$ cat config.mk
export PLATFORM = sky130hd
export DESIGN_NAME = mem_stage
export DESIGN_NICKNAME = d
export VERILOG_FILES = /design/src/common/common.sv /design/src/hw/mem_stage.sv
export VERILOG_INCLUDE_DIRS = /design/src /design/src/common
export SDC_FILE = /design/constraint.sdc
export NUM_CORES = 1
export LEC_CHECK = 0
export ABC_AREA = 1
export BUFFER_PORTS_ARGS = -buffer_cell sky130_fd_sc_hd__buf_4
export CAP_MARGIN = 40
export CORE_AREA = 2 2 106 108
export DETAILED_ROUTE_END_ITERATION = 10
export DIE_AREA = 0 0 108 110
export GPL_ROUTABILITY_DRIVEN = 0
export GPL_TIMING_DRIVEN = 0
export PLACE_DENSITY = 0.68
export SYNTH_ARGS = -nofsm -noshare
export SYNTH_HDL_FRONTEND = slang
export SYNTH_SLANG_ARGS = --single-unit
$ cat constraint.sdc
create_clock -name vclk -period 1.45
set_input_delay 0.29 -clock vclk [all_inputs]
set_output_delay 0.29 -clock vclk [all_outputs]
set_load 0.03 [all_outputs]
$ cat src/common/rv_consts.svh
`ifndef RV_CONSTS_SVH
`define RV_CONSTS_SVH

// Major opcodes, RV32I base
`define RV_OP_LUI     7'b011_0111
`define RV_OP_AUIPC   7'b001_0111
`define RV_OP_JAL     7'b110_1111
`define RV_OP_JALR    7'b110_0111
`define RV_OP_BRANCH  7'b110_0011
`define RV_OP_LOAD    7'b000_0011
`define RV_OP_STORE   7'b010_0011
`define RV_OP_OP      7'b011_0011
`define RV_OP_IMM     7'b001_0011

`define RV_XLEN       32
`define RV_NUM_REGS   32

`define RV_RESET_PC   32'h0000_0000

`endif

$ cat src/common/common.sv
package common;

    `include "rv_consts.svh"

    typedef logic [`RV_XLEN-1:0] word_t;
    typedef logic [4:0]          reg_id_t;

    // Same bit order as the 32-bit encoding
    typedef struct packed {
        logic [6:0] funct7;
        reg_id_t    rs2;
        reg_id_t    rs1;
        logic [2:0] funct3;
        reg_id_t    rd;
        logic [6:0] opcode;
    } instruction_type;

    typedef enum logic [2:0] {
        R_TYPE,
        I_TYPE,
        S_TYPE,
        B_TYPE,
        U_TYPE,
        J_TYPE
    } encoding_e;

    typedef enum logic [4:0] {
        ALU_ADD,    // Must stay zero, an empty control word adds
        ALU_SUB,
        ALU_AND,
        ALU_OR,
        ALU_XOR,
        ALU_SLL,
        ALU_SRL,
        ALU_SRA,
        ALU_SLT,
        ALU_SLTU,
        ALU_MUL,
        ALU_MULH,
        ALU_DIV,
        ALU_DIVU,
        ALU_REM,
        ALU_REMU,
        ALU_PASS
    } alu_op_e;

    typedef struct packed {
        encoding_e  encoding;
        logic       reg_write;
        logic       alu_src;     // Operand b from immediate
        logic       mem_read;
        logic       mem_write;
        logic       mem_to_reg;
        logic       is_branch;
        logic       is_jump;
        logic       is_jumpr;
        logic       is_auipc;
        logic       is_lui;
        alu_op_e    alu_op;
        logic [2:0] funct3;
        reg_id_t    rs1_id;
        reg_id_t    rs2_id;
    } control_type;

    typedef struct packed {
        word_t      addr;
        word_t      wdata;
        logic [3:0] be;
        logic       re;
        logic       we;
    } mem_req_t;

    typedef struct packed {
        logic    we;
        reg_id_t rd;
        word_t   data;
    } wb_t;

endpackage

$ cat src/hw/mem_stage.sv
`timescale 1ns/1ps

module mem_stage
    import common::*;
(
    input  logic        rst_n,
    input  control_type control,
    input  reg_id_t     rd,
    input  word_t       pc,
    input  word_t       alu_result,
    input  word_t       rs2_data,
    input  word_t       mem_rdata,
    output mem_req_t    mem_req,
    output wb_t         wb
);

    logic [1:0] byte_off;
    word_t      lane;
    word_t      load_data;

    assign byte_off = alu_result[1:0];

    always_comb begin
        mem_req       = '0;
        mem_req.addr  = {alu_result[31:2], 2'b00};
        mem_req.re    = control.mem_read && rst_n;
        mem_req.we    = control.mem_write && rst_n;
        mem_req.wdata = rs2_data;
        if (control.mem_write) begin
            case (control.funct3[1:0])
                2'b00: begin    // SB
                    mem_req.be    = 4'b0001 << byte_off;
                    mem_req.wdata = rs2_data << {byte_off, 3'b000};
                end
                2'b01: begin    // SH
                    mem_req.be    = 4'b0011 << {byte_off[1], 1'b0};
                    mem_req.wdata = rs2_data << {byte_off[1], 4'b0000};
                end
                default: mem_req.be = 4'b1111;
            endcase
        end
    end

    assign lane = mem_rdata >> {byte_off, 3'b000};

    always_comb begin
        case (control.funct3)
            3'b000:  load_data = {{24{lane[7]}}, lane[7:0]};
            3'b001:  load_data = {{16{lane[15]}}, lane[15:0]};
            3'b100:  load_data = {24'b0, lane[7:0]};
            3'b101:  load_data = {16'b0, lane[15:0]};
            default: load_data = mem_rdata;
        endcase
    end

    assign wb.we   = control.reg_write && rst_n;
    assign wb.rd   = rd;
    assign wb.data = control.mem_to_reg                    ? load_data :
                     (control.is_jump || control.is_jumpr) ? pc + 32'd4 :
                                                             alu_result;

    always_comb begin
        assert final (!(mem_req.re && mem_req.we))
            else $error("mem_stage: read and write requested together");
    end

endmodule

Yosys cells after proc, flatten, opt, wreduce, memory -nomap -nowiden --
Index checks and enable logic that the tools add are counted.
Word-level totals: register bits 0, bits in latches 0, bits in writable memories 0, ROM bits 0, input port bits 165, logic and storage cells 22, memories 0
Operators by class: $add $sub $neg 1, multipliers 0, div/mod/pow operators 0, magnitude comparators 0, equal/unequal tests 4, shifts and indexed selects 5, mux-type cells 6, bitwise logic cells 0, reduce and logical (&&, ||, !) cells 6
Operators by type and width (number):
- $pmux W32 S4 | 1
- $mux W32 | 2
- $pmux W32 S2 | 1
- $shl A32 B5 Y32 | 2
- $mux W36 | 1
- $add A32 B3 Y32 const B | 1
- $shr A32 B5 Y16 | 1
- $pmux W4 S2 | 1
- $eq A3 B3 Y1 const B | 2
- $shl A1 B2 Y4 const A | 1
- $shl A2 B2 Y4 const A | 1
- $eq A3 B1 Y1 const B | 1
- $logic_and A1 B1 Y1 | 3
- $logic_not A3 Y1 | 1
- $eq A2 B1 Y1 const B | 1
- $logic_not A2 Y1 | 1
- $logic_or A1 B1 Y1 | 1

Depth between registers and ports, before layout --
Gate-level depths: netlist of the first run.
word-level depth 3, depth in mapped cells 10, mapped depth without buffers 10

Least setup slack after synthesis of the first run --
Ideal clock, no wire load.
path kind input -> output, start in control[11] (netlist name), end out mem_req[34] (netlist name), arrival 1.751 ns, data required time 1.160 ns, setup slack -0.591 ns, cell stages on the path 8, cell sequence buf_4 -> inv_4 -> nand2_2 -> nand2_2 -> a21oi_4 -> buf_6 -> nor2_1 -> a211oi_1
RTL lines:
- from (decl) | line mem_stage.sv:7 | input control_type control,
- to (decl) | line mem_stage.sv:13 | output mem_req_t mem_req,

==> impl.org, run 1 <==
** Die
- Top-Level Pins :: about 270
- Num rows :: 38
- The die covers approximately 12000 um^2.
- In this run the horizontal extent of the chip is between 100 and 150 um.
- For this configuration, the core starts out at a cell density of 0.301.
- Core area :: about 11000 um^2
- Die Y-Extent :: ~110 um

** Drt
- Detail-routed via count per cell :: 5.42
- Detailed routing inserted a total of just over 6000 vias.
- Post-route DRC :: 0
- Violation count after the first detailed-route iteration :: 640
- Post-DR wirelength/cell :: about 19 um
- In this run the remaining antenna-violating nets after routing total 0.
- For this run, the detailed router's first-pass iteration total came to 6.
- The routed design has 21.6 mm of wire.

** Global route
- Pin count of the biggest net entering global routing :: 11
- Overall global routing resource usage :: 0.299
- The first global-routing pass estimated ~28 mm of wire.
- Antenna violations before repair :: 0
- Summed over all layers, the global routing overflow is 0.
- The number of global-route vias before repair was 5523.

** Hold path
- The path with the worst hold slack has its endpoint at wb[33].
- The startpoint identified for the worst hold timing path is rd[1].
- Worst hold-check path type :: in2out
- Counting instances, the worst hold path has a depth of 2.

** Worst setup path
- WS Path Type :: in2out
- The most numerous cell type found on the critical path is sky130_fd_sc_hd__nand2_4.
- Critical Path Start Type :: primary input
- Signal arrival time at the worst endpoint :: about 1600 ps
- STA classifies the critical path endpoint as a primary output.
- Crit path max-delay cell type :: sky130_fd_sc_hd__or2_4
- In this design, the stage delay of the slowest critical-path cell is around 300 ps.
- Traced cell by cell, the critical path runs through buf_8 > ha_4 > nand2_4 > nor2_4 > nand3b_1 > or2_4 > nand3_2 > nand2_2 > nand2_4 > buf_6.
- CP Data Required Time :: around 1200 ps
- Worst-path maximum fanout :: 4

** Logic synthesis
- Of the total synthesized cell area, the portion taken by AND, OR, NAND and NOR gates is 0.500.
- Netlist area before placement :: between 3000 and 4000 um^2
- Of the total synthesized cell area, the portion taken by XOR and XNOR cells is 0.0163.
- During synthesis, Yosys emitted a total of 0 warnings.
- After synthesis, the mean cell area works out to between 4 and 5 um^2.
- Of the total synthesized cell area, the portion taken by full adders, half adders and majority gates is 0.00388.
- Post-synthesis instance total :: between 600 and 700
- Library cell with the largest summed area after synthesis :: sky130_fd_sc_hd__nand2_1
- Post-synthesis compound-gate area fraction :: 0.250
- Share of cell area taken by muxes after synthesis :: 0
- By area the synthesized netlist is led by sky130_fd_sc_hd__nand2_1 (24%), sky130_fd_sc_hd__nor2_1 (12%), sky130_fd_sc_hd__o21ai_0 (11%).
- Seq/Total Area, Yosys :: 0
- Combinational family with the most area after synthesis :: simple AND/OR/NAND/NOR gates
- Yosys top cell area share :: 0.239
- Counting distinct cell types in the post-synthesis netlist gives 33.

** STA
- Fin crit share :: 1.27
- The final count of pins violating max slew was 0.
- Maximum clock frequency :: between 500 and 600 MHz
- Final critical path time including I/O delays and setup :: 1840 ps
- Endpoints failing hold :: 0
- Setup violations remaining at the end of the flow were counted as 64.
- Adding up every negative setup slack in the final design gives -17000 ps.
- Setup repair after global routing could not meet its margin everywhere.
- Final Worst Setup Slack :: -393 ps

** Run status
- Result of the run :: finished with violations
- Violated checks :: negative setup slack

** Cells and area
- Reg area :: 0 um^2
- The layout has 0 clock buffers.
- Relative to the synthesized area, the layout overhead comes to 148%.
- Layout cells sized above 1 :: 0.648
- Nets :: between 1000 and 1500
- N_diodes :: 0
- After routing the design area is about 8000 um^2.
- The library cell used most frequently in the layout, excluding fill and tap cells, is sky130_fd_sc_hd__buf_4.
- Filler cells :: roughly 760
- Measured on the finished design, the core utilization comes to 0.746.
- The multi-input combinational cells in the finished layout cover a total of roughly 4000 um^2.
- Commonest cells after routing, fill and taps aside :: sky130_fd_sc_hd__buf_4 (250), sky130_fd_sc_hd__nand2_1 (119), sky130_fd_sc_hd__buf_6 (91)
- Seq cells :: 0

** Pwr
- Overall power :: around 0.0031 W
- Pwr dens :: ~390 nW/um^2
- Logic gate share of total power :: 1.000
- Switching power as a share of total power :: 0.558
- Maximum vdd ir drop :: 245 uV
- Standby leakage power :: between 3 and 4 nW
- Internal Power :: approximately 0.0014 W
- Power spent charging and discharging nets :: about 0.0017 W
- Proportion of power drawn by flip-flops and latches :: 0
- Clock Power Share :: 0

** Placement
- After legalization and detailed placement, the total HPWL measured between 10 and 15 mm.
- Post-detailed-placement cell area :: a little under 6000 um^2
- The count of buffers added on input and output ports is between 200 and 250.

** CTS
- Cts-stage hold buffer count :: 0

** Run
- Max-cap violation count :: 0
-- cells by family after synthesis --
kind of cell,count (synthesis)
adder cells (fa/ha/maj),1
other,1
AND/OR/NAND/NOR,395
XOR/XNOR,6
AO/OA/AOI/OAI,142
buffers and inverters,148
-- per-layer routing --
layer,vias up,track usage,share of wire
met5,-,0,0
met4,0,0.117,0.068
met3,115,0.0370,0.092
met2,450,0.512,0.47
met1,2797,0.384,0.37
li1,2840,-,-
-- synth_stat cells, types with 5 or more instances --
master / instances
sky130_fd_sc_hd__a21oi_1: 30
sky130_fd_sc_hd__nand3_1: 65
sky130_fd_sc_hd__nor2_1: 107
sky130_fd_sc_hd__o211ai_1: 22
sky130_fd_sc_hd__inv_1: 73
sky130_fd_sc_hd__o21ai_1: 5
sky130_fd_sc_hd__buf_4: 42
sky130_fd_sc_hd__buf_2: 9
sky130_fd_sc_hd__o21ai_0: 68
sky130_fd_sc_hd__nand2_1: 205
sky130_fd_sc_hd__clkbuf_1: 16
sky130_fd_sc_hd__a211oi_1: 5
sky130_fd_sc_hd__o22ai_1: 9
-- how the worst max path moves through the flow --
stage                             end         from  slack (ps)
final                          wb[12]        pc[2]        -390
after detailed placement       wb[24]  control[20]        -540
after global routing           wb[13]        pc[2]        -450
after global placement         wb[24]  control[20]        -540
after floorplan           mem_req[31]  control[11]        -150
after CTS                      wb[20]        pc[3]        -310
-- worst max-delay path: cells and delay by family --
family / cells / cell delay (ps)
adder cells (fa/ha/maj): 1 / 140
buffers and inverters: 2 / 210
AND/OR/NAND/NOR: 7 / 910
-- per-stage QoR --
step	worst slack, ps	hold slack [ps]	instances
3_5_place_dp	-536	797	1075
6_report	-393	796	1144
2_1_floorplan	-152	712	694
5_1_grt	-450	801	1144
4_1_cts	-310	797	1122
3_3_place_gp	-541	797	1075
-- power groups by stage --
stage,clock network [W],registers (W),logic [W]
3_5_place_dp,0,0,0.00228
4_1_cts,0,0,0.00280
2_1_floorplan,0,0,0.00139
3_3_place_gp,0,0,0.00228
6_report,0,0,0.00313
5_1_grt,0,0,0.00326
-- cell type report --
class | instances | area share
timing repair buffer | 312 | 0.353
tap | 140 | 0.0219
multi-input combinational | 546 | 0.501
inverter | 76 | 0.0417
buffer | 70 | 0.0823
-- repair_timing --
item | in CTS | in global routing
gates cloned | 7 | 1
endpoints found under the setup margin | 68 | 67
resized for setup | 305 | 143
hold endpoints to repair | 0 | 0
pin swaps | 68 | 84
buffers inserted | 40 | 27
No activity file was read; power rests on OpenSTA's default activity.
==> run 2: changes to the inputs <==
--- a/config.mk
+++ b/config.mk
@@ -13,8 +13,9 @@
 export DETAILED_ROUTE_END_ITERATION = 10
 export DIE_AREA = 0 0 108 110
 export GPL_ROUTABILITY_DRIVEN = 0
-export GPL_TIMING_DRIVEN = 0
 export PLACE_DENSITY = 0.68
+export SKIP_LAST_GASP = 1
 export SYNTH_ARGS = -nofsm -noshare
 export SYNTH_HDL_FRONTEND = slang
 export SYNTH_SLANG_ARGS = --single-unit
+export TNS_END_PERCENT = 5
==> impl.org, run 2 (same netlist as run 1, synthesis figures left out) <==
** Global route
- Overall global routing resource usage :: 0.246 (-0.0531)
- The overall overflow remaining after global route came to 0 (unchanged).
- Antenna violations before repair :: 0 (unchanged)
- Vias in the first global route :: 4820 (-13%)
- The pin count of the biggest net entering global routing is 33 (+22).
- Wire length of the first global-routing pass :: 23.4 mm (-17%)

** STA
- Final number of setup-violating endpoints :: 66 (+3.1%)
- Final Max Slew Viols :: 0 (unchanged)
- The setup slack of the critical path after layout came to -314 ps (+78.1 ps).
- Unrepaired setup endpoints after global routing :: true
- Endpoints failing hold :: 0 (unchanged)
- The peak clock frequency supported by timing was 567 MHz (+4.4%).
- The final cycle utilization of the critical path is 1.22 (-0.0539).
- Final critical path time including I/O delays and setup :: 1760 ps (-78.1 ps)

** Cells and area
- Reg area :: 0 um^2 (unchanged)
- Nets :: 1138 (-2.9%)
- Most common cell after layout, fill and taps aside :: sky130_fd_sc_hd__buf_4
- Commonest cells after routing, fill and taps aside :: sky130_fd_sc_hd__buf_4 (322), sky130_fd_sc_hd__nand2_1 (176), sky130_fd_sc_hd__nor2_1 (90)
- The number of clock buffers in the layout was 0 (unchanged).
- The number of diodes was 0 (unchanged).
- Seq cells :: 0 (unchanged)
- Layout cells sized above 1 :: 0.473 (-0.175)
- Area growth from synthesis to layout :: 95.5%

** Die
- The top-level port count was 273 (unchanged).
- The number of standard-cell rows in the floorplan came to 38 (unchanged).
- The die boundary width is 108 um (unchanged).
- Core area :: 10700 um^2 (unchanged)
- Effective utilization at floorplan :: 0.301 (unchanged)
- Die outline area :: 11900 um^2 (unchanged)
- Die Y-Extent :: 110 um (unchanged)

** Pwr
- The power density over the cells was 381 nW/um^2 (-2.8%).
- Overall power :: 0.00240 W (-23%)
- The static power due to leakage came to 3.32 nW (-15%).
- The peak supply drop came to 203 uV (-17%).

** Run status
- The checks that failed: negative setup slack.
- Result of the run :: finished with violations

** Placement
- Post-detailed-placement half-perimeter wirelength :: 13.4 mm (-0.90%)
- Count of port buffers added during placement :: 239 (-0.83%)
- The worst slack after detailed placement is -485 ps (+51.8 ps).

** Worst setup path
- CP max stage delay :: 160 ps (-140 ps)
- The data arrival at the endpoint of the critical path is 1470 ps (-80 ps).
- STA classifies the critical path endpoint as a primary output.
- Critical Path Start Type :: primary input
- The critical path in this run is classified as in2out.
- Walking the worst path, the cells encountered are buf_4 > nand2_2 > nor2_4 > nand2_1 > nor2_1 > buf_4 > nand2_1 > nand2_1 > nand3_2 > nand2_1 > nand2_2 > buf_4.
- The slowest stage of the critical path is the sky130_fd_sc_hd__buf_4 cell.
- The worst endpoint required time is 1160 ps (about the same).
- Worst-path maximum fanout :: 3 (-1)
- In this design, the critical path's most frequently occurring cell is sky130_fd_sc_hd__nand2_1.

** Drt
- The first-pass iteration count of the detailed router came to 5 (-1).
- Topmost layer with routed signal wires :: met4
- The final routed DRC violation total was 0 (unchanged).
- The via-per-instance ratio came to 4.91 (-9.4%).
- Met2 wire length :: 8.18 mm (-20%)
- Routed vias :: 5453 (-12%)
- Met3 layer wire length in the routed design :: 1.44 mm (-28%)
- The detailed-route wire length on metal 1 is 5.79 mm (-27%).
- The routed wire length was 15.7 mm (-27%).
- The remaining antenna violation count after routing came to 0 (unchanged).
- Violation count after the first detailed-route iteration :: 346 (-46%)
- The detail-routed net length per standard cell was 14.1 um (-25%).

** CTS
- The number of hold buffers added after cts was 0 (unchanged).

** Hold path
- The path class of the tightest hold or removal check is in2out.

** Run
- Max-cap violation count :: 0 (unchanged)
run 2: worst max-delay path, delay by kind of cell:
family / cells / cell delay, ps
buffers and inverters: 3 / 410
and+or+nand+nor: 9 / 770
run 2: power breakdown:
group / leakage (nW) / switching (W) / internal (W)
registers: 0 / 0 / 0
clock network: 0 / 0 / 0
logic: 3.32 / 0.00135 / 0.00105
total: 3.32 / 0.00135 / 0.00105
run 2: routing by layer:
metal | global-route usage | vias to the layer above
met5 | 0 | -
met4 | 0.0385 | 0
met2 | 0.484 | 263
met3 | 0.0417 | 27
met1 | 0.282 | 2414
li1 | - | 2749
run 2: final timing paths:
| kind | from | endpoint | slack, ps | depth (start not counted) |
|---|---|---|---|---|
| worst min-delay path | rd[1] | wb[33] | 580 | 0 |
| worst max-delay path | pc[7] | wb[27] | -310 | 12 |
run 2: through the flow:
step | TNS [ps] | instance area (um^2) | util | instances | hold slack (ps)
4_1_cts | -14950 | 6180 | 0.578 | 1109 | 580
2_1_floorplan | -6820 | 3610 | - | 694 | 712
5_1_grt | -19660 | 6300 | 0.589 | 1110 | 580
3_5_place_dp | -20450 | 5940 | 0.555 | 1104 | 580
3_3_place_gp | -19550 | 5940 | 0.555 | 1104 | 580
6_report | -14770 | 6300 | 0.589 | 1110 | 580
run 2: repair_timing:
| action | in CTS | in global routing |
|---|---|---|
| setup endpoints to repair | 66 | 66 |
| setup buffers | 5 | 1 |
| cloned | 2 | 0 |
| gates resized for setup | 60 | 33 |
| pin swaps | 14 | 10 |
run 2: layout make-up:
class / count / area [um^2]
Tap cell: 140 / 175
Fill cell: 1116 / 4400
Multi-Input combinational cell: 547 / 3070
Timing Repair Buffer: 347 / 2760
Inverter: 76 / 302
