===== src/common/rv_consts.svh =====
`ifndef RV_CONSTS_SVH
`define RV_CONSTS_SVH

// Major opcodes, RV32I base
`define RV_OP_LUI     7'b011_0111
`define RV_OP_AUIPC   7'b001_0111
`define RV_OP_JAL     7'b110_1111
`define RV_OP_JALR    7'b110_0111
`define RV_OP_BRANCH  7'b110_0011
`define RV_OP_LOAD    7'b000_0011
`define RV_OP_STORE   7'b010_0011
`define RV_OP_OP      7'b011_0011
`define RV_OP_IMM     7'b001_0011

`define RV_XLEN       32
`define RV_NUM_REGS   32

`define RV_RESET_PC   32'h0000_0000

`endif


===== src/common/common.sv =====
package common;

    `include "rv_consts.svh"

    typedef logic [`RV_XLEN-1:0] word_t;
    typedef logic [4:0]          reg_id_t;

    // Same bit order as the 32-bit encoding
    typedef struct packed {
        logic [6:0] funct7;
        reg_id_t    rs2;
        reg_id_t    rs1;
        logic [2:0] funct3;
        reg_id_t    rd;
        logic [6:0] opcode;
    } instruction_type;

    typedef enum logic [2:0] {
        R_TYPE,
        I_TYPE,
        S_TYPE,
        B_TYPE,
        U_TYPE,
        J_TYPE
    } encoding_e;

    typedef enum logic [4:0] {
        ALU_ADD,    // Must stay zero, an empty control word adds
        ALU_SUB,
        ALU_AND,
        ALU_OR,
        ALU_XOR,
        ALU_SLL,
        ALU_SRL,
        ALU_SRA,
        ALU_SLT,
        ALU_SLTU,
        ALU_MUL,
        ALU_MULH,
        ALU_DIV,
        ALU_DIVU,
        ALU_REM,
        ALU_REMU,
        ALU_PASS
    } alu_op_e;

    typedef struct packed {
        encoding_e  encoding;
        logic       reg_write;
        logic       alu_src;     // Operand b from immediate
        logic       mem_read;
        logic       mem_write;
        logic       mem_to_reg;
        logic       is_branch;
        logic       is_jump;
        logic       is_jumpr;
        logic       is_auipc;
        logic       is_lui;
        alu_op_e    alu_op;
        logic [2:0] funct3;
        reg_id_t    rs1_id;
        reg_id_t    rs2_id;
    } control_type;

    typedef struct packed {
        word_t      addr;
        word_t      wdata;
        logic [3:0] be;
        logic       re;
        logic       we;
    } mem_req_t;

    typedef struct packed {
        logic    we;
        reg_id_t rd;
        word_t   data;
    } wb_t;

endpackage


===== src/hw/pc_unit.sv =====
`timescale 1ns/1ps

`include "rv_consts.svh"

module pc_unit
    import common::*;
(
    input  logic        clk,
    input  logic        rst_n,
    input  control_type control,
    input  word_t       rs1_data,
    input  word_t       rs2_data,
    input  word_t       imm,
    output word_t       pc
);

    logic  taken;
    word_t jalr_sum;
    word_t next_pc;

    always_comb begin
        case (control.funct3)
            3'b000:  taken = (rs1_data == rs2_data);
            3'b001:  taken = (rs1_data != rs2_data);
            3'b100:  taken = $signed(rs1_data) < $signed(rs2_data);
            3'b101:  taken = $signed(rs1_data) >= $signed(rs2_data);
            3'b110:  taken = rs1_data < rs2_data;
            3'b111:  taken = rs1_data >= rs2_data;
            default: taken = 1'b0;
        endcase
    end

    assign jalr_sum = rs1_data + imm;

    always_comb begin
        if ((control.is_branch && taken) || control.is_jump) begin
            next_pc = pc + imm;
        end else if (control.is_jumpr) begin
            next_pc = {jalr_sum[31:1], 1'b0};
        end else begin
            next_pc = pc + 32'd4;
        end
    end

    always_ff @(posedge clk) begin
        if (!rst_n) begin
            pc <= `RV_RESET_PC;
        end else begin
            pc <= next_pc;
        end
    end

    // Targets come from decode, rs1 and imm over several instructions
    assert property (@(posedge clk) disable iff (!rst_n) pc[1:0] == 2'b00)
        else $error("pc_unit: pc not word aligned");

endmodule


===== config.mk =====
export PLATFORM = sky130hd
export DESIGN_NAME = pc_unit
export DESIGN_NICKNAME = d
export VERILOG_FILES = /design/src/common/common.sv /design/src/hw/pc_unit.sv
export VERILOG_INCLUDE_DIRS = /design/src /design/src/common
export SDC_FILE = /design/constraint.sdc
export NUM_CORES = 1
export LEC_CHECK = 0
export BUFFER_PORTS_ARGS = -buffer_cell sky130_fd_sc_hd__buf_2
export CORE_MARGIN = 4
export CORE_UTILIZATION = 60
export CTS_CLUSTER_SIZE = 12
export DETAILED_ROUTE_END_ITERATION = 8
export PLACE_DENSITY = 0.89
export REMOVE_ABC_BUFFERS = 1
export SETUP_SLACK_MARGIN = 0.3
export SYNTH_ARGS = -nofsm -noshare
export SYNTH_HDL_FRONTEND = slang
export SYNTH_SLANG_ARGS = --single-unit

===== constraint.sdc =====
create_clock -name clk -period 10.5 [get_ports clk]
set_clock_uncertainty 0.2 [all_clocks]
set_input_delay 2.1 -clock clk [delete_from_list [all_inputs] [get_ports clk]]
set_output_delay 2.1 -clock clk [all_outputs]
set_load 0.005 [all_outputs]

### After elaboration in Yosys (flattened, before gate mapping)

Cells that the tools add are included.

* bits of input ports: 129
* register bits: 32
* word-level logic and storage cells: 21

* muxes and demuxes: 3
* add/subtract/negate cells: 3
* order comparisons: 4
* reduce and logical (&&, ||, !) cells: 3
* equality and inequality tests: 7

Operators by type and width (count)
* $add A32 B32 Y32: 2
* $ge A32 B32 Y1: 2
* $lt A32 B32 Y1: 2
* $mux W32: 2
* $add A32 B3 Y32 const B: 1
* $eq A32 B32 Y1: 1
* $ne A32 B32 Y1: 1
* $eq A3 B3 Y1 const B: 4
* $pmux W1 S6: 1
* $eq A3 B1 Y1 const B: 1
* $logic_not A3 Y1: 1
* $logic_and A1 B1 Y1: 1
* $logic_or A1 B1 Y1: 1

### Logic depth before layout (Yosys ltp)

Gate-level depths: netlist (run 1).

* depth in word-level cells: 5
* depth in mapped cells: 13
* mapped depth without buffers: 12

### Worst setup path before layout (run 1)

Ideal clock, no wire load.

* path type: input-to-reg
* from: input imm[0]
* to: register pc[30]
* arrival time: 4.529 ns
* slack: 5.649 ns
* stages on the path: 12
* setup time: 0.122 ns
* required time: 10.178 ns
* cell sequence: ha_1 inv_1 fa_1 nand2b_1 a21oi_1 o211ai_1 a31oi_1 o211ai_2 o21ai_1 a21o_1 mux2_2 o311a_1

* word-level cells in the longest chain between the ends: 3
* elaborated cells on any way between the ends: 4

RTL lines
* from (decl): line pc_unit.sv:13 `input word_t imm,`
* $add A32 B32 Y32: line pc_unit.sv:33 `assign jalr_sum = rs1_data + imm;`
* $mux W32: line pc_unit.sv:38 `end else if (control.is_jumpr) begin`
* $mux W32 *: line pc_unit.sv:36 `if ((control.is_branch && taken) || control.is_jump) begin`
* to (signal assigned): line pc_unit.sv:47 `` pc <= `RV_RESET_PC; ``
* to (signal assigned): line pc_unit.sv:49 `pc <= next_pc;`
* to (decl): line pc_unit.sv:14 `output word_t pc`

Mark *: on every way between the ends. The rest lies on a longest branch, timed or not.
A chain may end at the register's enable or synchronous reset.

### Final worst setup path (run 1)

Ends and elaborated chain as after synthesis.

==> results of run 1 <==
-- metal layers --
metal | GRT usage (%) | routed length (µm) | up-vias
met3 | 3.463 | 1367 | 66
met4 | 14.61 | 842 | 0
met1 | 40.44 | 7771 | 3125
met2 | 49.47 | 8261 | 275
met5 | 0 | 0 | -
li1 | - | - | 3326
-- worst max path at each step --
stage,slack [ns],end,startpoint
2_1_floorplan,5.34,pc[18],rs2_data[31]
3_3_place_gp,5.01,pc[30],imm[0]
3_5_place_dp,4.98,pc[30],imm[0]
4_1_cts,5.28,pc[30],imm[0]
5_1_grt,4.98,pc[30],imm[0]
6_report,5.21,pc[30],imm[0]
-- worst min-delay path: cells and delay by family, from the launching register on --
| kind | cells | cell delay (ns) |
|---|---|---|
| flops | 1 | 0.33 |
| simple gates | 1 | 0.06 |
| compound gates | 1 | 0.05 |
-- layout by cell type (no fill, tap or decap), types with 13 or more instances in the layout --
cell type	n
buf_2	135
ha_1	94
a21oi_1	82
nor2_1	73
nand2_1	68
inv_1	52
xnor2_1	46
o21ai_0	42
nand3_1	33
dfxtp_1	32
xor2_1	23
a21o_1	22
nor3_1	21
a211oi_1	16
nand4_1	15
and3_1	14
mux2i_1	13
-- kinds of logic (layout without fill, tap and decap cells) --
| group | count (synthesis) | in the layout |
|---|---|---|
| AND/OR/NAND/NOR | 282 | 282 |
| AO/OA/AOI/OAI | 259 | 259 |
| adder cells (fa/ha/maj) | 96 | 96 |
| buffers and inverters | 74 | 199 |
| XOR/XNOR | 69 | 69 |
| flip-flops | 32 | 32 |
| multiplexers | 17 | 17 |
-- area by class of cell --
cell class	count	area share (%)
clock buffer	5	0.9939
sequential	32	9.252
clock inverter	3	0.6144
timing repair buffer	138	10.08
inverter	53	2.873
tap	133	2.403
multi-input combinational	723	73.78
-- per-stage QoR --
step           area [µm²]  hold WS, ns  total power, µW  setup WS [ns]  utilization (%)
2_1_floorplan        5944       0.2804            589.0          5.342                -
3_3_place_gp         6813       0.2794            723.3          5.008            69.70
3_5_place_dp         6813       0.2785            739.0          4.980            69.70
4_1_cts              6924       0.2885            866.2          5.279            70.84
5_1_grt              6924       0.3187            951.5          4.975            70.84
6_report             6924       0.2884            876.2          5.213            70.84
-- report_power, final --
group / internal [µW] / total (µW) / switching (µW)
sequential: 150 / 192 / 41.5
combinational: 252 / 558 / 306
clock: 70.3 / 126 / 55.9
total: 472 / 876 / 404
==> out/metrics.yaml, run 1 <==
run_status:
  status: "completed"
layout:
  largest_register_ffs: 32
  insertedDiodeCount: 0
  nets: 1178
  top_register: "pc"
  drive_gt1_share_pct: 17.09
  reg.largest.list: "pc: 32 flops"
  multiInputGateArea_mm2: 0.005109
  area_growth_pct: 14.67
  seq_area_um2: 640.6
  filler_cell_count: 828
  final_cells: 1087
clocking:
  cts_setup_buffers: 0
  cts_sinks: 32
  post_cts_resized: 0
  cts_tree: "done"
  clockRootBuffer: "clkbuf_8"
  cts_buffers: 5
  htreeDepth: 2
  clock_latency_ns: 0.31
  path_clk_slew_ns: 0.07
  cts.path.max_buffers: 2
  cts_hold_buf: 0
global_routing:
  antenna_found_initial: 0
  overflow: 0
  track_usage_pct: 30.55
  grt_pass1_vias: 6317
  grt_max_degree: 57
  grt_pass1_wl_mm: 29.12
yosys:
  synth_compound_area_share_pct: 28.16
  synth_top_family_by_area: "compound AO/OA/AOI/OAI gates"
  yosys_warnings: 0
  yosysUniqueCellTypes: 69
  yosys.area_share.simple_pct: 23.33
  syn_avg_cell_area_um2: 7.284
  synthCells: 829
  synth_xor_area_share_pct: 10.01
  synthTopCellsByCount: "94 x ha_1, 82 x a21oi_1, 73 x nor2_1, 68 x nand2_1, 52 x inv_1"
  synth_edf_count: 0
  synth_ff_type: "dfxtp_1"
  postSynth.asyncResetShare_pct: 0
  yosysTopAreaCell: "ha_1"
  yosys-top-cells-area: "ha_1 19%, dfxtp_1 11%, a21oi_1 6.8%, xnor2_1 6.7%, nor2_1 4.5%"
  yosysMostFrequentCell: "ha_1"
  syn-cell-area_mm2: 0.006038
  synth.area.mux_share_pct: 2.901
  seq_area_frac_synth_pct: 10.61
  synth_seq_cells: 32
  synth_fa_ha_area_share_pct: 20.14
  synth_top_area_share_pct: 19.48
critical_path:
  r2r_start: "pc[0]"
  crit_family: "compound AO/OA/AOI/OAI gates"
  cp-start-kind: "input port"
  cp.depth: 13
  path_class: "input port to flip-flop"
  path_cells: "buf_2, ha_1, inv_1, fa_1, nand2b_1, a21oi_1, o211ai_1, a31oi_1, o211ai_2, o21ai_1, a21o_1, mux2_2, o311a_1"
  rrSetupSlack_ns: 6.76
  path_max_fanout: 4
  r2r_end: "pc[30]"
  crit_slowest_cell: "fa_1"
  crit_path_end_kind: "flip-flop"
  cp.required_ns: 10.49
  arrival_ns: 5.28
  max_stage_delay_ns: 0.39
  path_buf_inv: 2
  r2r_cells: 12
min_path:
  hold_start: "pc[0]"
  hold_path_class: "flip-flop to flip-flop"
  min_to: "pc[0]"
  whs_path_depth: 2
route:
  viasPerCell: 6.248
  wl_per_cell_um: 16.78
  drt-total-wl_mm: 18.24
  dr_total_vias: 6792
  drc_errors: 0
  drtIter0Drc: 388
  firstDrtPassIters: 5
  drt.antenna.violating_nets: 0
timing:
  rsz0062_at_grt: "false"
  tns_ns: 0
  max_freq_ghz: 0.1891
  slew_headroom_pct: 42.93
  min_period_ns: 5.287
  finalHoldViolations: 0
  slew_violations: 0
  setup_viol: 0
  worst_pin_slew_ns: 0.8551
  timing.final.crit_share_pct: 50.36
floorplan:
  die_area_mm2: 0.01173
  rows: 36
  core-area_mm2: 0.009774
  die_h_um: 108.3
  die_x_um: 108.3
  ioPinCount: 161
  start_util_pct: 61.78
power:
  power_density_mw_per_mm2: 126.5
  p_leak_uw: 0.003385
  max-vdd-ir-drop_v: 0.00008660
placed_design:
  port_buffers: 135
  placed_cells: 1079
  globalplace.congestion: 0.9948
  place.detailed.hpwl_mm: 14.64
run:
  cap_viol_max_count: 0
Note: power is estimated with default switching activity, not from simulation.
==> run 2, diff against run 1 <==
--- a/config.mk
+++ b/config.mk
@@ -6,12 +6,13 @@
 export SDC_FILE = /design/constraint.sdc
 export NUM_CORES = 1
 export LEC_CHECK = 0
+export ABC_AREA = 1
 export BUFFER_PORTS_ARGS = -buffer_cell sky130_fd_sc_hd__buf_2
 export CORE_MARGIN = 4
-export CORE_UTILIZATION = 60
+export CORE_UTILIZATION = 50
 export CTS_CLUSTER_SIZE = 12
 export DETAILED_ROUTE_END_ITERATION = 8
-export PLACE_DENSITY = 0.89
+export PLACE_DENSITY = 0.79
 export REMOVE_ABC_BUFFERS = 1
 export SETUP_SLACK_MARGIN = 0.3
 export SYNTH_ARGS = -nofsm -noshare
==> constraint.sdc (replaced) <==
create_clock -name clk -period 4.3 [get_ports clk]
set_clock_uncertainty 0.2 [all_clocks]
set_input_delay 0.86 -clock clk [delete_from_list [all_inputs] [get_ports clk]]
set_output_delay 0.86 -clock clk [all_outputs]
set_load 0.005 [all_outputs]
==> out/metrics.yaml, run 2 <==
layout:
  largest_register_ffs: 32  # unchanged
  area_growth_pct: 16.06
  layout_common_cells: "283 x nand2_1, 136 x inv_1, 135 x buf_2, 118 x a21oi_1, 111 x nor2_1"
  multiInputGateArea_mm2: 0.005166  # +1.1%
  seq_area_um2: 640.6  # unchanged
  final_cells: 1391  # +28%
  insertedDiodeCount: 0  # unchanged
  nets: 1443  # +22%
  final_common_cell: "nand2_1"
  fin_area_mm2: 0.007422  # +7.2%
  filler_cell_count: 1278  # +54%
  drive_gt1_share_pct: 13.62  # -3.5 points
  reg.largest.list: "pc: 32 flops"
  top_register: "pc"
route:
  wl_per_cell_um: 14.77  # -12%
  dr_total_vias: 7473  # +10%
  drt-total-wl_mm: 20.55  # +13%
  drtIter0Drc: 554  # +43%
  viasPerCell: 5.372  # -14%
  firstDrtPassIters: 5  # unchanged
  drt.antenna.violating_nets: 0  # unchanged
  drc_errors: 0  # unchanged
global_routing:
  grt_pass1_vias: 6583  # +4.2%
  antenna_found_initial: 0  # unchanged
  overflow: 0  # unchanged
  grt_pass1_wl_mm: 32.32  # +11%
  grt_max_degree: 33  # -42%
  track_usage_pct: 27.43  # -3.1 points
yosys:
  yosys_warnings: 0  # unchanged
  seq_area_frac_synth_pct: 10.02  # -0.59 points
  synth_top_family_by_area: "simple AND/OR/NAND/NOR gates"
  synth_compound_area_share_pct: 21.64  # -6.5 points
  syn-cell-area_mm2: 0.006395  # +5.9%
  synth_top_area_share_pct: 18.39  # -1.1 points
  synthCells: 1086  # +31%
  yosysMostFrequentCell: "nand2_1"
  synth_edf_count: 0  # unchanged
  yosysUniqueCellTypes: 42  # -39%
  yosys-top-cells-area: "ha_1 18%, nand2_1 17%, dfxtp_1 10%, a21oi_1 9.2%, inv_1 8.0%"
  synth_fa_ha_area_share_pct: 19.02  # -1.1 points
  postSynth.asyncResetShare_pct: 0  # unchanged
  synthTopCellsByCount: "283 x nand2_1, 136 x inv_1, 118 x a21oi_1, 111 x nor2_1, 94 x ha_1"
  synth_seq_cells: 32  # unchanged
  syn_avg_cell_area_um2: 5.888  # -19%
  yosys.area_share.simple_pct: 33.67  # +10 points
  synth_xor_area_share_pct: 6.300  # -3.7 points
  yosysTopAreaCell: "ha_1"
  synth.area.mux_share_pct: 0.1565  # -2.7 points
  synth_ff_type: "dfxtp_1"
critical_path:
  cp-start-kind: "input port"
  path_cells: "buf_2, ha_1, nand2_1, nor2_2, nand4_1, nor3_1, nand2_1, nand3_1, nand2_1, inv_1, nor2_1, nand3_1, nand2_2, nand2_4, clkinv_2, o21ai_0, nor2_1"
  path_buf_inv: 3  # +1
  arrival_ns: 3.53  # -1.75 ns
  cp_common_cell: "nand2_1"
  path_class: "input port to flip-flop"
  crit_path_end_kind: "flip-flop"
  max_stage_delay_ns: 0.33  # -0.06 ns
  path_max_fanout: 27  # +23
  cp.required_ns: 4.27  # -6.22 ns
  crit_slowest_cell: "clkinv_2"
  crit_family: "simple AND/OR/NAND/NOR gates"
clocking:
  cts_buffers: 5  # unchanged
  path_clk_slew_ns: 0.06  # about the same
  cts_sinks: 32  # unchanged
  post_cts_resized: 0  # unchanged
  cts_hold_buf: 0  # unchanged
  clock_latency_ns: 0.28  # -0.03 ns
  cts_tree: "done"
  clockRootBuffer: "clkbuf_16"
  cts.path.max_buffers: 2  # unchanged
  cts_setup_buffers: 0  # unchanged
  htreeDepth: 2  # unchanged
placed_design:
  placed_cells: 1383  # +28%
  placed_area_mm2: 0.007239  # +6.3%
  globalplace.congestion: 0.9724  # -2.3%
  preCtsSetupSlack_ns: 0.4556  # -4.524 ns
  port_buffers: 135  # unchanged
  place.detailed.hpwl_mm: 17.33  # +18%
timing:
  setup_viol: 0  # unchanged
  finalHoldViolations: 0  # unchanged
  timing.final.crit_share_pct: 83.00
  tns_ns: 0  # unchanged
  max_freq_ghz: 0.2802
  worst_pin_slew_ns: 1.129  # +0.2744 ns
  rsz0062_at_grt: "false"
  worst_slack_ns: 0.7310  # -4.482 ns
  min_period_ns: 3.569
  slew_headroom_pct: 24.62  # -18 points
  slew_violations: 0  # unchanged
power:
  pwr-share-seq_pct: 21.2  # -0.7 points
  p_int_uw: 1154  # +140%
  max-vdd-ir-drop_v: 0.0001566  # +81%
  swShare_pct: 46.29  # +0.20 points
  p_leak_uw: 0.004124  # +22%
  power_density_mw_per_mm2: 289.5  # +130%
  clkPwrFrac_pct: 20.5  # +6.1 points
  power_uw: 2149  # +150%
  power_frac_comb_pct: 58.3  # -5.4 points
  switchingPower_uw: 994.7  # +150%
floorplan:
  ioPinCount: 161  # unchanged
  die_area_mm2: 0.01466  # +25%
  die_h_um: 121.1  # +12%
  start_util_pct: 50.88  # -11 points
  die_x_um: 121.1  # +12%
  rows: 41  # +14%
  core-area_mm2: 0.01257  # +29%
min_path:
  hold_path_class: "flip-flop to flip-flop"
run_status:
  status: "completed"
run:
  cap_viol_max_count: 0  # unchanged
[run 2: final cells by class]
cell class	instances	share of cell area [%]
multi-input cells	903	69.61
repair buffers	138	9.407
flip-flops and latches	32	8.631
inverters	138	6.996
well taps	172	2.900
clock buffers	7	2.057
clock inverters	1	0.4046
[run 2: worst reg2reg max path: stages (launching register included)]
cell,delay [ns]
dfxtp_1,0.35
ha_1,0.18
inv_1,0.06
fa_1,0.35
inv_1,0.08
nand2_1,0.07
a21oi_1,0.20
nand2_1,0.08
nand3b_1,0.19
nand2_1,0.08
nand2_1,0.15
a21boi_0,0.15
o21ai_0,0.30
nand2_1,0.09
nand2_1,0.09
nor2_1,0.04
o21ai_0,0.15
nand2_1,0.06
nor2_1,0.08
[run 2: power groups by stage]
stage	registers [µW]	clock network, µW	logic (µW)
final	455	440	1250
after global routing	462	451	1420
after CTS	451	441	1240
after detailed placement	457	0	1220
after global placement	456	0	1210
after floorplan	437	0	871
[run 2: kinds of logic after synthesis]
| kind of cell | count (synthesis) |
|---|---|
| compound gates | 251 |
| xor+xnor | 46 |
| fa+ha+maj | 96 |
| buf+inv | 151 |
| flops | 32 |
| mux | 1 |
| simple gates | 509 |
[run 2: path summary, 6_finish.rpt]
check | to | depth (start not counted) | slack (ns) | startpoint
worst max register to register | pc[20] | 18 | 1.28 | pc[0]
worst min register to register | pc[0] | 2 | 0.32 | pc[0]
worst min-delay path | pc[0] | 2 | 0.32 | pc[0]
worst max-delay path | pc[26] | 17 | 0.73 | rs1_data[7]
[run 2: stage by stage]
step | hold WS [ns] | util [%]
finish | 0.3191 | 59.05
CTS | 0.3255 | 59.05
global route | 0.3569 | 59.05
global placement | 0.3074 | 57.60
floorplan | 0.2939 | -
detailed placement | 0.3181 | 57.60
[run 2: routing by layer]
metal | up-vias | GRT usage, % | share of wire [%]
met5 | - | 0 | 0
met4 | 0 | 7.436 | 2.0
li1 | 3886 | - | -
met3 | 28 | 2.005 | 8.4
met2 | 263 | 43.42 | 44
met1 | 3296 | 40.04 | 46
