--- config.mk ---
export PLATFORM = sky130hd
export DESIGN_NAME = imm_gen
export DESIGN_NICKNAME = d
export VERILOG_FILES = /design/src/common/common.sv /design/src/hw/imm_gen.sv
export VERILOG_INCLUDE_DIRS = /design/src /design/src/common
export SDC_FILE = /design/constraint.sdc
export NUM_CORES = 1
export LEC_CHECK = 0
export BUFFER_PORTS_ARGS = -buffer_cell sky130_fd_sc_hd__buf_2
export CAP_MARGIN = 20
export CORE_UTILIZATION = 30
export DETAILED_ROUTE_END_ITERATION = 8
export PLACE_DENSITY = 0.71
export SLEW_MARGIN = 30
export SYNTH_ARGS = -nofsm -noshare
export SYNTH_HDL_FRONTEND = slang
export SYNTH_SLANG_ARGS = --single-unit
--- constraint.sdc ---
create_clock -name vclk -period 2.35
set_input_delay 0.3525 -clock vclk [all_inputs]
set_output_delay 0.3525 -clock vclk [all_outputs]
set_load 0.02 [all_outputs]
--- src/common/rv_consts.svh ---
`ifndef RV_CONSTS_SVH
`define RV_CONSTS_SVH

// Major opcodes, RV32I base
`define RV_OP_LUI     7'b011_0111
`define RV_OP_AUIPC   7'b001_0111
`define RV_OP_JAL     7'b110_1111
`define RV_OP_JALR    7'b110_0111
`define RV_OP_BRANCH  7'b110_0011
`define RV_OP_LOAD    7'b000_0011
`define RV_OP_STORE   7'b010_0011
`define RV_OP_OP      7'b011_0011
`define RV_OP_IMM     7'b001_0011

`define RV_XLEN       32
`define RV_NUM_REGS   32

`define RV_RESET_PC   32'h0000_0000

`endif

--- src/common/common.sv ---
package common;

    `include "rv_consts.svh"

    typedef logic [`RV_XLEN-1:0] word_t;
    typedef logic [4:0]          reg_id_t;

    // Same bit order as the 32-bit encoding
    typedef struct packed {
        logic [6:0] funct7;
        reg_id_t    rs2;
        reg_id_t    rs1;
        logic [2:0] funct3;
        reg_id_t    rd;
        logic [6:0] opcode;
    } instruction_type;

    typedef enum logic [2:0] {
        R_TYPE,
        I_TYPE,
        S_TYPE,
        B_TYPE,
        U_TYPE,
        J_TYPE
    } encoding_e;

    typedef enum logic [4:0] {
        ALU_ADD,    // Must stay zero, an empty control word adds
        ALU_SUB,
        ALU_AND,
        ALU_OR,
        ALU_XOR,
        ALU_SLL,
        ALU_SRL,
        ALU_SRA,
        ALU_SLT,
        ALU_SLTU,
        ALU_MUL,
        ALU_MULH,
        ALU_DIV,
        ALU_DIVU,
        ALU_REM,
        ALU_REMU,
        ALU_PASS
    } alu_op_e;

    typedef struct packed {
        encoding_e  encoding;
        logic       reg_write;
        logic       alu_src;     // Operand b from immediate
        logic       mem_read;
        logic       mem_write;
        logic       mem_to_reg;
        logic       is_branch;
        logic       is_jump;
        logic       is_jumpr;
        logic       is_auipc;
        logic       is_lui;
        alu_op_e    alu_op;
        logic [2:0] funct3;
        reg_id_t    rs1_id;
        reg_id_t    rs2_id;
    } control_type;

    typedef struct packed {
        word_t      addr;
        word_t      wdata;
        logic [3:0] be;
        logic       re;
        logic       we;
    } mem_req_t;

    typedef struct packed {
        logic    we;
        reg_id_t rd;
        word_t   data;
    } wb_t;

endpackage

--- src/hw/imm_gen.sv ---
`timescale 1ns/1ps

`include "rv_consts.svh"

module imm_gen
    import common::*;
(
    input  instruction_type instruction,
    input  encoding_e       encoding,
    output word_t           imm
);

    word_t raw;
    logic  is_shift_imm;

    assign raw = instruction;

    // SLLI/SRLI/SRAI carry only a shamt, funct7 is not part of the value
    assign is_shift_imm = (instruction.opcode == `RV_OP_IMM) && (instruction.funct3[1:0] == 2'b01);

    always_comb begin
        case (encoding)
            I_TYPE:  imm = is_shift_imm ? {27'b0, raw[24:20]} : {{20{raw[31]}}, raw[31:20]};
            S_TYPE:  imm = {{20{raw[31]}}, raw[31:25], raw[11:7]};
            B_TYPE:  imm = {{19{raw[31]}}, raw[31], raw[7], raw[30:25], raw[11:8], 1'b0};
            U_TYPE:  imm = {raw[31:12], 12'b0};
            J_TYPE:  imm = {{11{raw[31]}}, raw[31], raw[19:12], raw[20], raw[30:21], 1'b0};
            default: imm = '0;    // R-type has none
        endcase
    end

endmodule

After elaboration in Yosys (flattened, before gate mapping) --
Cells that the tools add are included.
Word-level totals: register bits 0, bits in latches 0, RAM bits 0, bits in read-only memories 0, bits of input ports 35, output and inout bits 32, word-level logic and storage cells 10, memories 0
Cells by class: add/sub/neg operators 0, $mul 0, div/mod/pow operators 0, order comparisons 0, eq/ne operators 7, shift-type cells 0, muxes and demuxes 2, bitwise logic cells 0, reductions and logical operators 1
Operators with widths (count):
- 32-bit one-hot mux with 5 select lines | 1
- 32-bit 2-to-1 mux | 1
- 7-bit by 5-bit equality test with 1-bit output (second input constant) | 1
- 3-bit by 2-bit equality test with 1-bit output (second input constant) | 2
- 3-bit equality test (second input constant) | 2
- 3-bit by 1-bit equality test with 1-bit output (second input constant) | 1
- 2-bit by 1-bit equality test with 1-bit output (second input constant) | 1
- 1-bit logical AND | 1

Depth between registers and ports, before layout --
Gate-level depths: netlist of the first run.
depth in word-level cells 4, depth in mapped cells 6, depth with buffers taken out 3

Worst setup path before layout of the first run --
No wires, ideal clock.
kind input to output, from in instruction[2] (netlist bit), to out imm[23], data arrival time 1272 ps, data required time 1997 ps, setup slack 726 ps, cell stages on the path 4, path buffers 1, cell sequence or2_4 > o31ai_4 > buf_6 > nand3_1
On the way: longest elaborated chain between the ends 4
Ends and longest elaborated chain:
- start: declaration | line imm_gen.sv:8 | input instruction_type instruction,
- 7-bit by 5-bit equality test with 1-bit output (no source line)
- 1-bit logical AND | line imm_gen.sv:19 | assign is_shift_imm = (instruction.opcode == `RV_OP_IMM) && (instruction.funct3[1:0] == 2'b01);
- 32-bit 2-to-1 mux | line imm_gen.sv:23 | I_TYPE: imm = is_shift_imm ? {27'b0, raw[24:20]} : {{20{raw[31]}}, raw[31:20]};
- 32-bit one-hot mux with 5 select lines | line imm_gen.sv:22 | case (encoding)
- end: declaration | line imm_gen.sv:10 | output word_t imm
No other way between the ends.

Final worst setup path of the first run --
from in encoding[2], to out imm[28]
On the way: longest elaborated chain between the ends 2, elaborated cells on any way between the ends 6, classes of those cells 5 x eq/ne; 1 x mux
Ends and longest elaborated chain:
- start: declaration | line imm_gen.sv:9 | input encoding_e encoding,
- 3-bit equality test, or another cell as far along | line imm_gen.sv:22
- 32-bit one-hot mux with 5 select lines (*) | line imm_gen.sv:22
Every way passes the cells marked *; elsewhere a longest branch is shown, timed or not.

==> results.yml, run 1 <==
run_status:
  outcome: "complete, no violations"
drt:
  first_iter_violations: 13
  num_vias: 781
  drt-pass1-iter-count: 4
  drcViolationCount: 0
  drt-wirelength-per-cell_um: 11.46
  detail-route-antenna-nets: 0
  vias_per_cell: 4.705
  drt_wl_total_um: 1902
sta:
  finalCritPeriodShare_pct: 82.34
  setup_viol: 0
  slew_headroom_pct: 60.67
  tns_ns: 0
  rsz0062_at_grt: "no"
  finalCriticalPeriod_ns: 1.935
  max_slew.worst_pin.slew_ns: 0.5888
  fmaxAchievable_mhz: 516.8
  slew_viol_final: 0
  hold_viol: 0
critical_path:
  crit_chain: "buf_2 > and3b_1 > a31oi_4 > nand3_2 > buf_2"
  worstSetupPathType: "input pin to output pin"
  crit_arrival_ns: 1.58
  slowest_delay_ns: 0.43
  end_kind: "output pin"
  path_delay_family: "compound AO/OA/AOI/OAI gates"
  critPathRequiredTime_ns: 2.00
  path_buf_inv: 2
  cpMostUsedCell: "buf_2"
  start_kind: "input pin"
  cp_slowest_cell: "a31oi_4"
  crit_path_max_fanout: 11
final_layout:
  seq_cells: 0
  clock_buffers: 0
  fillers: 193
  seqCellArea_um2: 0
  fin_cells: 166
  nets: 178
  n_antenna_cell: 0
  final_util_pct: 51.30
  areaGrowthSynthToFinish_pct: 55.53
  drive_gt1_share_pct: 60.28
placement:
  port_buffers: 67
  gp_congestion: 0.6716
  dp_cells: 166
  dpl.hpwl_um: 1601
floorplanning:
  top_level_ports: 67
  fp.coreArea_mm2: 0.001783
  die-area_mm2: 0.002141
  fp-row-count: 15
  initial_core_util_pct: 32.98
  fp.dieW_um: 46.28
  die_h_um: 46.28
grt:
  overflow: 0
  grt_pass1_wl_um: 2670
  grt_max_degree: 22
  antenna_found_initial: 0
  first_global_vias: 665
  grt.total_usage_pct: 16.16
min_path:
  hold_path.class: "input pin to output pin"
power_and_ir_drop:
  power.leakage_nw: 0.5833
  powerDensity_mw_per_mm2: 236.1
  power.total_mw: 0.2159
  vdd_drop_max_mv: 0.09437
synthesis:
  synth_area_leaders: "nand3_2, nand2_1, a21oi_1"
  ys_warn_count: 0
  synth.avg_cell_area_um2: 7.444
  ys_types: 26
  syn-num-nets: 114
  yosysTopAreaCellShare_pct: 17.02
  synth_commonest_cells: "nand2_1, nand3_2, a21oi_1"
  synth_area_um2: 588.1
  synth_largest_area_cell: "nand3_2"
  yosysSeqAreaShare_pct: 0
  netlist_instances: 79
  synth_most_common_cell: "nand2_1"
clock_tree:
  postCtsHoldBufs: 0
  cts-resized-gates: 0
  postCtsSetupBuffers: 0
job:
  drv_cap: 0
==> cells by family after synthesis <==
| logic type | synth area share, % |
|---|---|
| buffers and inverters | 11.27 |
| AOI/OAI and AO/OA | 35.11 |
| muxes | 1.702 |
| and+or+nand+nor | 51.92 |
==> path summary, 6_finish.rpt <==
kind	from	to	cells past startpoint
max	encoding[2]	imm[28]	5
min	instruction[15]	imm[15]	4
==> cell usage in the layout, fill, tap and decap left out <==
master      n
nand4bb_4   1
buf_2      67
o21ai_0     1
nand4bb_1   1
nand3_1     2
inv_1       1
nand3_2    10
nand2_1    21
o31ai_4     1
o311ai_4    1
buf_4       3
a21oi_1     9
nand3b_1    2
and3b_1     1
nor2b_1     3
nor3b_1     1
a22o_1      4
or2_4       1
a31oi_4     1
nand2b_1    1
o211ai_1    1
mux2i_1     1
a21boi_1    6
and4bb_1    1
==> metrics by stage <==
stage	cell area, um2	setup slack (ns)	hold slack [ns]
after floorplan	588.1	0.7256	0.8606
after global placement	914.6	0.4519	1.037
after detailed placement	914.6	0.4191	1.032
after CTS	914.6	0.4124	1.033
after global routing	914.6	0.3316	1.055
final	914.6	0.4151	1.031
==> where the power goes <==
part	leakage (nW)	internal (mW)	switching [mW]
combinational	0.583	0.0862	0.130
sequential	0	0	0
clock	0	0	0
total	0.583	0.0862	0.130
==> layout make-up <==
cell class | instances | area [um2] | share of cell area, %
inverter | 1 | 3.754 | 0.4104
multi-input combinational | 70 | 521.8 | 57.05
tap | 25 | 31.28 | 3.420
timing repair buffer | 70 | 357.8 | 39.12
==> metal layers <==
| metal | track usage, % | up-vias | wire, um |
|---|---|---|---|
| met1 | 20.00 | 352 | 759 |
| met3 | 0.3922 | 0 | 67 |
| li1 | - | 410 | - |
| met5 | 0 | - | 0 |
| met2 | 31.55 | 19 | 1075 |
| met4 | 1.176 | 0 | 0 |
(Power assumes the default switching activity.)
==> run 2: changes to the inputs <==
--- a/config.mk
+++ b/config.mk
@@ -10,7 +10,7 @@
 export CAP_MARGIN = 20
 export CORE_UTILIZATION = 30
 export DETAILED_ROUTE_END_ITERATION = 8
-export PLACE_DENSITY = 0.71
+export PLACE_DENSITY = 0.74
 export SLEW_MARGIN = 30
 export SYNTH_ARGS = -nofsm -noshare
 export SYNTH_HDL_FRONTEND = slang
==> constraint.sdc (replaced) <==
create_clock -name vclk -period 1.7
set_input_delay 0.255 -clock vclk [all_inputs]
set_output_delay 0.255 -clock vclk [all_outputs]
set_load 0.02 [all_outputs]
==> run 2 against run 1 <==
Setup slack lost 0.33 ns. Critical path depth grew 1. Design area rose by 4.9%. Routed wire length down 7.7%. Core utilization is 2.5 points higher. Non-clock buffer count rose by 4. Combinational power is 42% higher. Cell count grew 2.4%. Largest power group unchanged.
==> results.yml, run 2 (synthesis gave the netlist of run 1 again) <==
sta:
  finalCritPeriodShare_pct: 95.07
  max_slew.worst_pin.slew_ns: 0.3547
  setup_viol: 0
  tns_ns: 0
  final.setup.worst_slack_ns: 0.08373
  hold_viol: 0
  slew_viol_final: 0
  slew_headroom_pct: 76.30
  fmaxAchievable_mhz: 618.7
  rsz0062_at_grt: "no"
  finalCriticalPeriod_ns: 1.616
critical_path:
  crit_arrival_ns: 1.36
  end_kind: "output pin"
  cpMostUsedCell: "buf_2"
  critPathRequiredTime_ns: 1.44
  slowest_delay_ns: 0.30
  cp_slowest_cell: "o31ai_4"
  start_kind: "input pin"
  crit_path_max_fanout: 6
  crit_chain: "buf_2 > or2_4 > o31ai_4 > buf_4 > nand3_2 > buf_2"
  worstSetupPathType: "input pin to output pin"
placement:
  gp_congestion: 0.6225
  dp_slack_ns: 0.07471
  dpl.hpwl_um: 1550
  port_buffers: 67
grt:
  grt_max_degree: 12
  antenna_found_initial: 0
  grt_pass1_wl_um: 2449
  first_global_vias: 634
  overflow: 0
  grt.total_usage_pct: 14.40
clock_tree:
  postCtsSetupBuffers: 0
  postCtsHoldBufs: 0
floorplanning:
  fp-row-count: 15
  fp.coreArea_mm2: 0.001783
  die-area_mm2: 0.002141
  initial_core_util_pct: 32.98
  die_h_um: 46.28
  fp.dieW_um: 46.28
  top_level_ports: 67
final_layout:
  drive_gt1_share_pct: 62.07
  nets: 182
  clock_buffers: 0
  seqCellArea_um2: 0
  areaGrowthSynthToFinish_pct: 63.19
  seq_cells: 0
  final_util_pct: 53.82
  final_common_cell: "buf_2"
  fillers: 176
  n_antenna_cell: 0
  layout_common_cells: "buf_2, nand2_1, nand3_2, a21oi_1"
min_path:
  holdPathStages: 4
  hold_start: "instruction[19]"
  hold_end: "imm[19]"
  hold_path.class: "input pin to output pin"
drt:
  drt-wirelength-per-cell_um: 10.32
  drt_wl_total_um: 1755
  vias_per_cell: 4.747
  first_iter_violations: 11
  drcViolationCount: 0
  detail-route-antenna-nets: 0
  num_vias: 807
  drt-pass1-iter-count: 4
power_and_ir_drop:
  powerDensity_mw_per_mm2: 318.9
  vdd_drop_max_mv: 0.1743
  power.leakage_nw: 0.6083
run_status:
  outcome: "complete, no violations"
job:
  drv_cap: 0
[run 2: per-layer routing]
metal | GRT usage (%) | part of all wire [%]
met1 | 19.08 | 41
met2 | 27.04 | 55
met3 | 0.3922 | 4.2
met4 | 0 | 0
met5 | 0 | 0
[run 2: worst max-delay path by stage]
stage | depth (start not counted) | endpoint | startpoint
6_report | 6 | imm[29] | instruction[2]
5_1_grt | 6 | imm[25] | instruction[13]
4_1_cts | 6 | imm[30] | instruction[2]
3_5_place_dp | 6 | imm[29] | instruction[2]
3_3_place_gp | 6 | imm[28] | instruction[2]
2_1_floorplan | 4 | imm[23] | instruction[2]
[run 2: worst max-delay path: cells and delay by family]
family / cells / cell delay [ns]
AOI/OAI and AO/OA: 1 / 0.30
buffers and inverters: 3 / 0.46
and+or+nand+nor: 2 / 0.33
[run 2: through the flow]
| step | power [mW] | hold WS (ns) | instances | cell area, um2 |
|---|---|---|---|---|
| 2_1_floorplan | 0.1883 | 0.6656 | 79 | 588.1 |
| 6_report | 0.3060 | 0.8342 | 170 | 959.7 |
| 3_5_place_dp | 0.3083 | 0.8358 | 170 | 957.2 |
| 4_1_cts | 0.3087 | 0.8363 | 170 | 957.2 |
| 3_3_place_gp | 0.3021 | 0.8293 | 170 | 957.2 |
| 5_1_grt | 0.3307 | 0.8570 | 170 | 959.7 |
[run 2: cell type report]
type	count	area (um2)	share of cell area, %
tap	25	31.28	3.259
inverter	1	3.754	0.3911
timing repair buffer	74	400.4	41.72
multi-input combinational	70	524.3	54.63
[run 2: power breakdown]
group	total, mW	internal, mW	switching, mW
clock	0	0	0
combinational	0.306	0.128	0.178
sequential	0	0	0
[run 2: repair_timing]
item / 4_1_cts / 5_1_grt
hold endpoints to repair: 0 / 0
setup endpoints to repair: 0 / 2
gates resized for setup: 0 / 1
==> run 3: changes to the inputs <==
--- a/config.mk
+++ b/config.mk
@@ -6,11 +6,12 @@
 export SDC_FILE = /design/constraint.sdc
 export NUM_CORES = 1
 export LEC_CHECK = 0
+export ABC_AREA = 1
 export BUFFER_PORTS_ARGS = -buffer_cell sky130_fd_sc_hd__buf_2
 export CAP_MARGIN = 20
 export CORE_UTILIZATION = 30
 export DETAILED_ROUTE_END_ITERATION = 8
-export PLACE_DENSITY = 0.74
+export PLACE_DENSITY = 0.67
 export SLEW_MARGIN = 30
 export SYNTH_ARGS = -nofsm -noshare
 export SYNTH_HDL_FRONTEND = slang
==> run 3 against run 2 <==
Worst hold slack barely moved. Sequential share of layout area did not move. Cell count rose by 54%. Via count rose by 41%. First-iteration DRC count rose by 36%. Area after synthesis rose by 29%. Synthesized cell count rose by 110%. Non-clock buffer count did not move. Total power rose by 9.1%. Routed wire length rose by 29%. Critical endpoint is now imm[30].
==> results.yml, run 3 <==
run_status:
  outcome: "complete, no violations"
final_layout:
  layout_common_cells: "buf_2, nand2_1, nor2_1, inv_1, nand3_1"
  seq_cells: 0
  clock_buffers: 0
  nets: 271
  fillers: 269
  multiInputGateArea_um2: 591.8
  drive_gt1_share_pct: 36.75
  seqCellArea_um2: 0
  final_common_cell: "buf_2"
  n_antenna_cell: 0
  areaGrowthSynthToFinish_pct: 47.52
grt:
  grt_util_met1_pct: 20.79
  grt.total_usage_pct: 17.30
  first_global_vias: 958
  busiest_layer: "met2"
  grt_pass1_wl_um: 3808
  overflow: 0
  grt_max_degree: 13
  antenna_found_initial: 0
  grtUsageMet2_pct: 35.26
  met3_usage_pct: 0.5797
critical_path:
  critPathRequiredTime_ns: 1.44
  worstSetupPathType: "input pin to output pin"
  crit_arrival_ns: 1.29
  crit_path_max_fanout: 11
  end_kind: "output pin"
  start_kind: "input pin"
power_and_ir_drop:
  intPower_mw: 0.1220
  pwr-share-comb_pct: 100.0
  switchingPower_mw: 0.2120
  vdd_drop_max_mv: 0.1314
  p_seq_share_pct: 0
  power.leakage_nw: 0.8445
  sw_frac_of_total_pct: 63.48
  pwr-share-clk_pct: 0
  powerDensity_mw_per_mm2: 299.6
  power.total_mw: 0.3340
synthesis:
  yosysSeqAreaShare_pct: 0
  synth_area_leaders: "nand2_1, nor2_1, inv_1"
  synth_largest_area_cell: "nand2_1"
  netlist_instances: 167
  yosysTopAreaCellShare_pct: 33.28
  ys_types: 16
  synth.avg_cell_area_um2: 4.525
  ys_warn_count: 0
  synth_most_common_cell: "nand2_1"
  synth_area_um2: 755.7
  synth_commonest_cells: "nand2_1, nor2_1, inv_1"
  syn-num-nets: 202
placement:
  dpl.hpwl_um: 1839
  port_buffers: 67
  gp_congestion: 0.8244
  dp_slack_ns: 0.1233
job:
  drv_cap: 0
floorplanning:
  fp-row-count: 17
  top_level_ports: 67
  die-area_mm2: 0.002724
  initial_core_util_pct: 32.90
  fp.coreArea_mm2: 0.002297
  fp.dieW_um: 52.19
  die_h_um: 52.19
drt:
  drcViolationCount: 0
  drt-wirelength-per-cell_um: 8.637
  drt-pass1-iter-count: 4
  vias_per_cell: 4.351
  first_iter_violations: 15
  drt_wl_total_um: 2263
  num_vias: 1140
  detail-route-antenna-nets: 0
sta:
  setup_viol: 0
  slew_headroom_pct: 84.87
  slew_viol_final: 0
  tns_ns: 0
  finalCritPeriodShare_pct: 90.94
  whs_ns: 0.8344
  max_slew.worst_pin.slew_ns: 0.2261
  hold_viol: 0
  finalCriticalPeriod_ns: 1.546
  rsz0062_at_grt: "no"
  final.setup.worst_slack_ns: 0.1540
  fmaxAchievable_mhz: 646.8
min_path:
  holdPathStages: 4
  hold_path.class: "input pin to output pin"
clock_tree:
  postCtsSetupBuffers: 0
  postCtsHoldBufs: 0
run 3: cell count changes after synthesis, sizes merged, moves of 6 or more:
| cell | before | now |
|---|---|---|
| nor2 | 0 | 40 |
| a21oi | 9 | 0 |
| nand4 | 0 | 6 |
| a21boi | 6 | 0 |
| inv | 1 | 26 |
| nand2 | 21 | 72 |
run 3: cell type report:
type	count	share of cell area [%]
inverter	26	8.979
multi-input combinational	134	53.09
tap	28	3.143
timing repair buffer	74	34.79
run 3: logic make-up after synthesis:
family / Yosys count / share of synthesized area (%)
compound gates: 7 / 5.131
simple gates: 127 / 72.85
buf+inv: 33 / 22.02
run 3: worst paths after layout:
| path | start | to | slack (ns) |
|---|---|---|---|
| min | instruction[8] | imm[1] | 0.83 |
| max | encoding[2] | imm[30] | 0.15 |
run 3: metal layers:
layer	routed length [um]	part of all wire, %
met1	1064	47
met2	1095	48
met3	103	4.6
met4	0	0
met5	0	0
run 3: power groups by stage:
stage,logic (mW),clock network (mW),registers (mW)
after floorplan,0.215,0,0
after global placement,0.334,0,0
after detailed placement,0.335,0,0
after CTS,0.336,0,0
after global routing,0.371,0,0
final,0.334,0,0
run 3: repair_timing:
action,4_1_cts,5_1_grt
gates resized for setup,0,1
endpoints found under the hold margin,0,0
endpoints found under the setup margin,0,7
run 3: metrics by stage:
step	instance area [um2]	cells	util [%]
5_1_grt	1115	262	48.53
4_1_cts	1112	262	48.42
6_report	1115	262	48.53
3_5_place_dp	1112	262	48.42
3_3_place_gp	1112	262	48.42
2_1_floorplan	755.7	167	-
run 3: worst max-delay path, stage by stage:
cell and delay, ns:
buf_2 0.12, inv_2 0.15, nand2_4 0.07, inv_4 0.09, nand2_4 0.09, nand2_2 0.21
nor2_1 0.06, nand2_1 0.07, buf_2 0.16
